==> config.mk <==
export PLATFORM = sky130hd
export DESIGN_NAME = bridge_top
export DESIGN_NICKNAME = d
export VERILOG_FILES = /design/src/common/bus_bridge_pkg.sv /design/src/rtl/bridge_top.sv /design/src/rtl/reg_target.sv /design/src/bridge/rsp_timer.sv /design/src/bridge/bridge_ctrl.sv
export SDC_FILE = /design/constraint.sdc
export NUM_CORES = 1
export LEC_CHECK = 0
export BUFFER_PORTS_ARGS = -buffer_cell sky130_fd_sc_hd__buf_4
export CAP_MARGIN = 20
export CORE_MARGIN = 2
export CORE_UTILIZATION = 37
export DETAILED_ROUTE_END_ITERATION = 12
export HOLD_SLACK_MARGIN = 0.15
export PLACE_DENSITY = 0.54
export SYNTH_ARGS = -nofsm -noshare
export SYNTH_HDL_FRONTEND = slang
export SYNTH_SLANG_ARGS = --single-unit
==> constraint.sdc <==
create_clock -name rvx_port_04 -period 2.86 [get_ports rvx_port_04]
set_input_delay 0.143 -clock rvx_port_04 [delete_from_list [all_inputs] [get_ports rvx_port_04]]
set_output_delay 0.143 -clock rvx_port_04 [all_outputs]
set_load 0.03 [all_outputs]
==> src/common/bus_bridge_pkg.sv <==
/*
 * Bus bridge shared definitions
 * Address and data widths, response status codes and the
 * bridge FSM state encoding used across the subsystem
 */

package bus_bridge_pkg;

	// ********************************************************
	// Widths
	// ********************************************************

	// Word address width on host and command side
	localparam int ADDR_W = 16;

	// Data word width for write data and read data
	localparam int DATA_W = 32;

	// ********************************************************
	// Encodings
	// ********************************************************

	// Completion status returned with every response
	// OKAY for a normal access
	// ERR_UNMAPPED when the address falls outside the target memory
	// ERR_TIMEOUT when the bridge gave up waiting
	typedef enum logic [1:0]
	{
		OKAY         = 2'd0,
		ERR_UNMAPPED = 2'd1,
		ERR_TIMEOUT  = 2'd2
	} rsp_status_t;

	// Bridge FSM states
	// IDLE waits for a host request
	// ISSUE presents the command beat
	// WAIT holds until the response arrives
	typedef enum logic [1:0]
	{
		IDLE  = 2'd0,
		ISSUE = 2'd1,
		WAIT  = 2'd2
	} bridge_state_t;

endpackage
==> src/rtl/bridge_top.sv <==
/*
 * Bus request bridge top level
 * Host port to command/response bus bridge with a response
 * timer and a register memory target behind it
 */

module bridge_top #(
	parameter int TIMEOUT_CYCLES = 32,
	parameter int WAIT_CYCLES    = 3,
	parameter int MEM_WORDS      = 16
) (
	input  logic                                rvx_port_04,
	input  logic                                rvx_port_12,

	// Host port
	input  logic                                req,
	input  logic                                write,
	input  logic [bus_bridge_pkg::ADDR_W-1:0]   addr,
	input  logic [bus_bridge_pkg::DATA_W-1:0]   wdata,
	output logic                                busy,
	output logic                                done,
	output logic [bus_bridge_pkg::DATA_W-1:0]   rdata,
	output bus_bridge_pkg::rsp_status_t         status,

	// Target hold-off
	input  logic                                stall
);

	import bus_bridge_pkg::*;

	// ********************************************************
	// Internal channels
	// ********************************************************

	// Command channel
	logic              cmd_valid;
	logic              cmd_ready;
	logic              cmd_write;
	logic [ADDR_W-1:0] cmd_addr;
	logic [DATA_W-1:0] cmd_wdata;

	// Response channel
	logic              rsp_valid;
	logic              rsp_ready;
	logic [DATA_W-1:0] rsp_rdata;
	rsp_status_t       rsp_status;

	// Timer link
	logic              run;
	logic              expired;

	// Request FSM
	bridge_ctrl #(
		.TIMEOUT_CYCLES (TIMEOUT_CYCLES)
	) u_ctrl (
		.rvx_port_04 (rvx_port_04),
		.rvx_port_12 (rvx_port_12),
		.req         (req),
		.write       (write),
		.addr        (addr),
		.wdata       (wdata),
		.busy        (busy),
		.done        (done),
		.rdata       (rdata),
		.status      (status),
		.cmd_valid   (cmd_valid),
		.cmd_ready   (cmd_ready),
		.cmd_write   (cmd_write),
		.cmd_addr    (cmd_addr),
		.cmd_wdata   (cmd_wdata),
		.rsp_valid   (rsp_valid),
		.rsp_ready   (rsp_ready),
		.rsp_rdata   (rsp_rdata),
		.rsp_status  (rsp_status),
		.run         (run),
		.expired     (expired)
	);

	// Outstanding request timer
	rsp_timer #(
		.TIMEOUT_CYCLES (TIMEOUT_CYCLES)
	) u_timer (
		.rvx_port_04 (rvx_port_04),
		.rvx_port_12 (rvx_port_12),
		.run         (run),
		.expired     (expired)
	);

	// Register memory target
	reg_target #(
		.WAIT_CYCLES (WAIT_CYCLES),
		.MEM_WORDS   (MEM_WORDS)
	) u_target (
		.rvx_port_04 (rvx_port_04),
		.rvx_port_12 (rvx_port_12),
		.stall       (stall),
		.cmd_valid   (cmd_valid),
		.cmd_ready   (cmd_ready),
		.cmd_write   (cmd_write),
		.cmd_addr    (cmd_addr),
		.cmd_wdata   (cmd_wdata),
		.rsp_valid   (rsp_valid),
		.rsp_ready   (rsp_ready),
		.rsp_rdata   (rsp_rdata),
		.rsp_status  (rsp_status)
	);

endmodule

==> src/rtl/reg_target.sv <==
/*
 * Register memory bus target
 * Single-beat command/response target with a fixed response
 * delay, unmapped address reporting and an external stall input
 */

module reg_target #(
	parameter int WAIT_CYCLES = 3,
	parameter int MEM_WORDS   = 16
) (
	input  logic                                rvx_port_04,
	input  logic                                rvx_port_12,

	// Holds off new commands while high
	input  logic                                stall,

	// Command channel
	input  logic                                cmd_valid,
	output logic                                cmd_ready,
	input  logic                                cmd_write,
	input  logic [bus_bridge_pkg::ADDR_W-1:0]   cmd_addr,
	input  logic [bus_bridge_pkg::DATA_W-1:0]   cmd_wdata,

	// Response channel
	output logic                                rsp_valid,
	input  logic                                rsp_ready,
	output logic [bus_bridge_pkg::DATA_W-1:0]   rsp_rdata,
	output bus_bridge_pkg::rsp_status_t         rsp_status
);

	import bus_bridge_pkg::*;

	localparam int IDX_W = (MEM_WORDS > 1) ? $clog2(MEM_WORDS) : 1;
	localparam int CNT_W = (WAIT_CYCLES > 1) ? $clog2(WAIT_CYCLES + 1) : 1;

	logic [DATA_W-1:0] mem [MEM_WORDS];
	logic              armed;
	logic              pending;
	logic [CNT_W-1:0]  wait_cnt;
	logic              accept;
	logic              rsp_fire;
	logic              mapped;
	logic [IDX_W-1:0]  idx;

	// ********************************************************
	// Command decode
	// ********************************************************

	// Anything at or past MEM_WORDS is unmapped
	assign mapped = (int'(cmd_addr) < MEM_WORDS);
	assign idx    = cmd_addr[IDX_W-1:0];

	// armed keeps ready low through reset and the first edge after it
	assign cmd_ready = armed && !pending && !stall;
	assign accept    = cmd_valid && cmd_ready;
	assign rsp_fire  = rsp_valid && rsp_ready;

	// ********************************************************
	// Access sequencing
	// ********************************************************

	// One access at a time
	// the response is raised WAIT_CYCLES cycles after acceptance
	always_ff @(posedge rvx_port_04 or negedge rvx_port_12)
	begin
		if (!rvx_port_12)
		begin
			armed     <= 1'b0;
			pending   <= 1'b0;
			wait_cnt  <= '0;
			rsp_valid <= 1'b0;
		end
		else
		begin
			armed <= 1'b1;
			if (accept)
			begin
				pending <= 1'b1;
				if (WAIT_CYCLES == 0)
					rsp_valid <= 1'b1;
				else
					wait_cnt <= CNT_W'(WAIT_CYCLES);
			end
			else if (rsp_fire)
			begin
				// Free for the next command
				pending   <= 1'b0;
				rsp_valid <= 1'b0;
			end
			else if (wait_cnt != '0)
			begin
				wait_cnt <= wait_cnt - 1'b1;
				// Last wait cycle
				if (wait_cnt == CNT_W'(1))
					rsp_valid <= 1'b1;
			end
		end
	end

	// Register memory, cleared by reset
	// unmapped writes are dropped
	always_ff @(posedge rvx_port_04 or negedge rvx_port_12)
	begin
		if (!rvx_port_12)
		begin
			for (int i = 0; i < MEM_WORDS; i++)
				mem[i] <= '0;
		end
		else if (accept && cmd_write && mapped)
		begin
			mem[idx] <= cmd_wdata;
		end
	end

	// Response payload captured at acceptance and held while rsp_valid waits
	always_ff @(posedge rvx_port_04)
	begin
		if (accept)
		begin
			if (mapped)
			begin
				rsp_status <= OKAY;
				// Writes return zero data
				rsp_rdata  <= cmd_write ? '0 : mem[idx];
			end
			else
			begin
				rsp_status <= ERR_UNMAPPED;
				rsp_rdata  <= '0;
			end
		end
	end

endmodule

==> src/bridge/rsp_timer.sv <==
/*
 * Response timer
 * Counts cycles while a request is outstanding and flags
 * expiry once the count reaches the timeout limit
 */

module rsp_timer #(
	parameter int TIMEOUT_CYCLES = 32
) (
	input  logic rvx_port_04,
	input  logic rvx_port_12,
	input  logic run,
	output logic expired
);

	// Counter just wide enough to hold TIMEOUT_CYCLES-1
	localparam int CNT_W = (TIMEOUT_CYCLES > 2) ? $clog2(TIMEOUT_CYCLES) : 1;
	localparam logic [CNT_W-1:0] LIMIT = CNT_W'(TIMEOUT_CYCLES - 1);

	logic [CNT_W-1:0] count;

	// Saturating count, cleared whenever the bridge is idle
	always_ff @(posedge rvx_port_04 or negedge rvx_port_12)
	begin
		if (!rvx_port_12)
		begin
			count <= '0;
		end
		else if (!run)
		begin
			count <= '0;
		end
		else if (count != LIMIT)
		begin
			count <= count + 1'b1;
		end
	end

	// Level stays high until run drops
	assign expired = run && (count == LIMIT);

endmodule

==> src/bridge/bridge_ctrl.sv <==
/*
 * Bridge controller
 * Accepts one host request at a time, issues a single command
 * beat and returns the response data and status, or a timeout
 */

module bridge_ctrl #(
	parameter int TIMEOUT_CYCLES = 32
) (
	input  logic                                rvx_port_04,
	input  logic                                rvx_port_12,

	// Host request side
	input  logic                                req,
	input  logic                                write,
	input  logic [bus_bridge_pkg::ADDR_W-1:0]   addr,
	input  logic [bus_bridge_pkg::DATA_W-1:0]   wdata,
	output logic                                busy,
	output logic                                done,
	output logic [bus_bridge_pkg::DATA_W-1:0]   rdata,
	output bus_bridge_pkg::rsp_status_t         status,

	// Command channel
	output logic                                cmd_valid,
	input  logic                                cmd_ready,
	output logic                                cmd_write,
	output logic [bus_bridge_pkg::ADDR_W-1:0]   cmd_addr,
	output logic [bus_bridge_pkg::DATA_W-1:0]   cmd_wdata,

	// Response channel
	input  logic                                rsp_valid,
	output logic                                rsp_ready,
	input  logic [bus_bridge_pkg::DATA_W-1:0]   rsp_rdata,
	input  bus_bridge_pkg::rsp_status_t         rsp_status,

	// Response timer
	output logic                                run,
	input  logic                                expired
);

	import bus_bridge_pkg::*;

	bridge_state_t state;
	logic          active;
	logic          accept;
	logic          cmd_fire;
	logic          rsp_fire;
	logic          abort;
	logic          finish;

	// ********************************************************
	// Handshake decode
	// ********************************************************

	// Request outstanding, command pending or response awaited
	assign active = (state == ISSUE) || (state == WAIT);

	// Host request taken only when idle
	assign busy   = (state != IDLE);
	assign accept = req && !busy;

	// A response always wins over expiry in the same cycle
	assign rsp_fire = rsp_valid && rsp_ready;
	assign abort    = active && expired && !rsp_fire;
	assign finish   = rsp_fire || abort;

	// Command withdrawn in the expiry cycle so an aborted beat is never delivered
	assign cmd_valid = (state == ISSUE) && !abort;
	assign cmd_fire  = cmd_valid && cmd_ready;

	// Ready for a response from the moment the command is presented
	assign rsp_ready = active;
	assign run       = active;

	// ********************************************************
	// FSM
	// ********************************************************

	always_ff @(posedge rvx_port_04 or negedge rvx_port_12)
	begin
		if (!rvx_port_12)
		begin
			state <= IDLE;
		end
		else
		begin
			case (state)
				IDLE:
				begin
					if (accept)
						state <= ISSUE;
				end
				ISSUE:
				begin
					// Same-cycle response skips WAIT
					if (finish)
						state <= IDLE;
					else if (cmd_fire)
						state <= WAIT;
				end
				WAIT:
				begin
					if (finish)
						state <= IDLE;
				end
				default:
				begin
					state <= IDLE;
				end
			endcase
		end
	end

	// Request fields latched at acceptance and held as the command beat
	always_ff @(posedge rvx_port_04)
	begin
		if (accept)
		begin
			cmd_write <= write;
			cmd_addr  <= addr;
			cmd_wdata <= wdata;
		end
	end

	// ********************************************************
	// Completion
	// ********************************************************

	// One done pulse per request, result held until the next done
	always_ff @(posedge rvx_port_04 or negedge rvx_port_12)
	begin
		if (!rvx_port_12)
		begin
			done   <= 1'b0;
			rdata  <= '0;
			status <= OKAY;
		end
		else
		begin
			done <= finish;
			if (rsp_fire)
			begin
				rdata  <= rsp_rdata;
				status <= rsp_status;
			end
			else if (abort)
			begin
				// Timeout returns zero data
				rdata  <= '0;
				status <= ERR_TIMEOUT;
			end
		end
	end

endmodule

==> results.sh <==
export IMPL_start_util_pct=37.3
export IMPL_clock_skew_final_ps=25.6
export IMPL_clk_latency_ps=620
export IMPL_synth_top_cells_by_area="dfrtp_1, mux2_2, mux4_2"
export IMPL_dp_hpwl_um=41700
export IMPL_outcome="finished, final reports clean"
export IMPL_yosysMostFrequentCell="dfrtp_1"
export IMPL_r2r_start="u_ctrl.state[1]"
export IMPL_cts_htree_levels=3
export IMPL_rsz0062_at_grt="false"
export IMPL_ys_flop_type="dfrtp_1"
export IMPL_syn_to_final_growth_pct=19.0
export IMPL_hold_viol=0
export IMPL_cts_resized=0
export IMPL_grt_met3_usage_pct=2.56
export IMPL_drcViolationCount=0
export IMPL_cp_data_required_time_ps=3340
export IMPL_numCtsBuffers=74
export IMPL_startpoint_type="flop"
export IMPL_final_net_count=1899
export IMPL_cts_sinks=641
export IMPL_drive_gt1_share_pct=50.1
export IMPL_grtUsageMet2_pct=30.0
export IMPL_peakVddDrop_uv=498
export IMPL_fp_dieH_um=281
export IMPL_wirelength_um=68700
export IMPL_path_cells="inv_1 > ha_1 > and4bb_1 > and3_1 > or3b_4 > buf_12 > mux2_4"
export IMPL_placement_io_buffers=88
export IMPL_viasPerCell=5.22
export IMPL_fin_tns_setup_ps=0
export IMPL_criticalPathCategory="reg -> reg"
export IMPL_antenna_found_initial=0
export IMPL_setup_viol=0
export IMPL_critPathSlowestCell="or3b_4"
export IMPL_min_to="u_ctrl.cmd_wdata[18]"
export IMPL_avgSynthCellArea_um2=16.9
export IMPL_rr_worst_depth=7
export IMPL_worstSetupEndpointType="flop"
export IMPL_r2r_slack_ps=180
export IMPL_fmax_mhz=373
export IMPL_tightestPinTransition_ps=662
export IMPL_grt_pass1_vias=16700
export IMPL_min_period_ps=2680
export IMPL_finalCritPeriodShare_pct=93.8
export IMPL_die_w_um=281
export IMPL_drt_first_pass_iters=4
export IMPL_gp_congestion=0.720
export IMPL_ys_seq_elements=641
export IMPL_dieArea_mm2=0.0787
export IMPL_ys_top_cells_by_count="dfrtp_1, mux2_2, mux4_2"
export IMPL_io_pin_count=89
export IMPL_grt_first_pass_wirelength_um=107000
export IMPL_cts_root_buf="clkbuf_16"
export IMPL_r2r_end="u_target.mem[52]"
export IMPL_core_rowCount=101
export IMPL_worstHoldStart="wdata[18]"
export IMPL_hp_class="in -> reg"
export IMPL_grt_busiest_layer="met2"
export IMPL_vias=15000
export IMPL_yosys_warnings=0
export IMPL_core_area_mm2=0.0758
export IMPL_synth_edf_count=82
export IMPL_cts_tree="built"
export IMPL_grt_max_degree=87
export IMPL_clk_path_buf_depth=3
export IMPL_routedWlPerCell_um=23.9
export IMPL_antenna_left=0
export IMPL_yosysTopAreaCellShare_pct=49.4
export IMPL_yosysSeqAreaShare_pct=58.1
export IMPL_setup_ws_ps=177
export IMPL_syn_inst=1673
export IMPL_crit_fanout=15
export IMPL_slew_violations=0
export IMPL_yosysTopAreaCell="dfrtp_1"
export IMPL_grt_overflow_total=0
export IMPL_max_stage_delay_ps=530
export IMPL_hold_path_depth=2
export IMPL_power_leakage_nw=16.1
export IMPL_grt_use_met1_pct=25.1
export IMPL_place_ws_ps=206
export IMPL_cap_viol_max_count=0
export IMPL_arrival_ps=3160
export IMPL_ys_types=44
export IMPL_syn_area_mm2=0.0283
export IMPL_relSlewSlack_pct=55.9
export IMPL_p_per_area_mw_per_mm2=699
export IMPL_async_flop_share_pct=87.2
export IMPL_clkTransAtPathRegs_ps=60
export IMPL_synth_nets=1733
export IMPL_gr_usage_all_layers_pct=18.1
export IMPL_drt_iter0_drc=797
-- through the flow --
step | util (%) | power, mW | std cells | hold slack [ps] | instance area, um2
finish | 44.4 | 23.5 | 2880 | 243 | 33700
global route | 44.4 | 24.6 | 2879 | 215 | 33700
CTS | 44.4 | 23.9 | 2879 | 205 | 33700
detailed placement | 40.4 | 14.1 | 2687 | 168 | 30600
global placement | 40.4 | 14.0 | 2687 | 159 | 30600
floorplan | - | 12.4 | 1673 | -153 | 28300
-- worst max path at each step --
stage	from	end	slack (ps)	cells past startpoint
global placement	u_timer.count[0]	u_target.mem[136]	260	9
finish	u_ctrl.state[1]	u_target.mem[52]	180	7
detailed placement	u_timer.count[0]	u_target.mem[136]	210	9
CTS	u_timer.count[0]	u_target.mem[136]	190	9
floorplan	u_timer.count[0]	u_target.mem[33]	280	10
global route	u_timer.count[0]	u_target.mem[136]	80	9
-- cells in the final DEF, fill, tap and decap left out, drive strengths merged, types with 7 or more instances in the layout --
cell         Yosys  routed
ha               7       7
clkinv           0      19
dfrtp          559     559
mux2i           34      34
dlygate4sd3      0      53
bufinv           0       8
edfxtp          82      82
nor2             7       7
inv              8      16
mux2           544     544
a22o            33      33
clkbuf          65     102
mux4           128     128
buf             73     175
o21ai           37      37
nand2           41      41
nor3            12      12
-- metal layers --
metal,part of all wire [%],wire length [um]
met5,0,0
met4,2.1,1460
met3,2.9,2000
met2,49,33600
met1,46,31700
-- registers in the layout, summed over array words and instances, names as in the netlist --
name	flops
u_ctrl.cmd_addr	16
u_ctrl.cmd_wdata	32
u_ctrl.cmd_write	1
u_ctrl.done	1
u_ctrl.rdata	32
u_ctrl.state	2
u_ctrl.status	2
u_target.armed	1
u_target.mem	512
u_target.pending	1
u_target.rsp_rdata	32
u_target.rsp_status	1
u_target.rsp_valid	1
u_target.wait_cnt	2
u_timer.count	5
-- worst max-delay path, delay by kind of cell (launching register included) --
family	cells	cell delay [ps]
multiplexers	1	310
flip-flops	1	390
AND/OR/NAND/NOR	3	1290
adder cells (fa/ha/maj)	1	200
buffers and inverters	2	350
-- report_power, final --
part / internal, mW / total, mW / switching, mW / leakage [nW]
registers: 9.80 / 10.5 / 0.674 / 8.52
clock network: 5.84 / 9.67 / 3.83 / 1.22
logic: 1.36 / 3.41 / 2.05 / 6.34
total: 17.0 / 23.5 / 6.56 / 16.1
-- cells by family (layout without fill, tap and decap cells) --
logic type	Yosys count	after routing	synth area share, %
multiplexers	706	706	34.6
XOR/XNOR	4	4	0.124
flip-flops	641	641	58.1
other	1	2	0.0132
AND/OR/NAND/NOR	91	91	2.22
adder cells (fa/ha/maj)	7	7	0.309
AO/OA/AOI/OAI	77	77	1.85
buffers and inverters	146	374	2.76
-- cell type report --
type,instances,area (um2)
repair buffers,228,2370
diodes,1,2.50
fillers,6654,42100
multi-input cells,886,11100
inverters,8,30.0
clock inverters,36,413
well taps,978,1220
flip-flops and latches,641,16500
clock buffers,102,2080
-- timing repair --
item | CTS | global route
endpoints found under the hold margin | 610 | 0
hold buffers | 54 | 0
buffers inserted | 0 | 0
(Power assumes the default switching activity.)
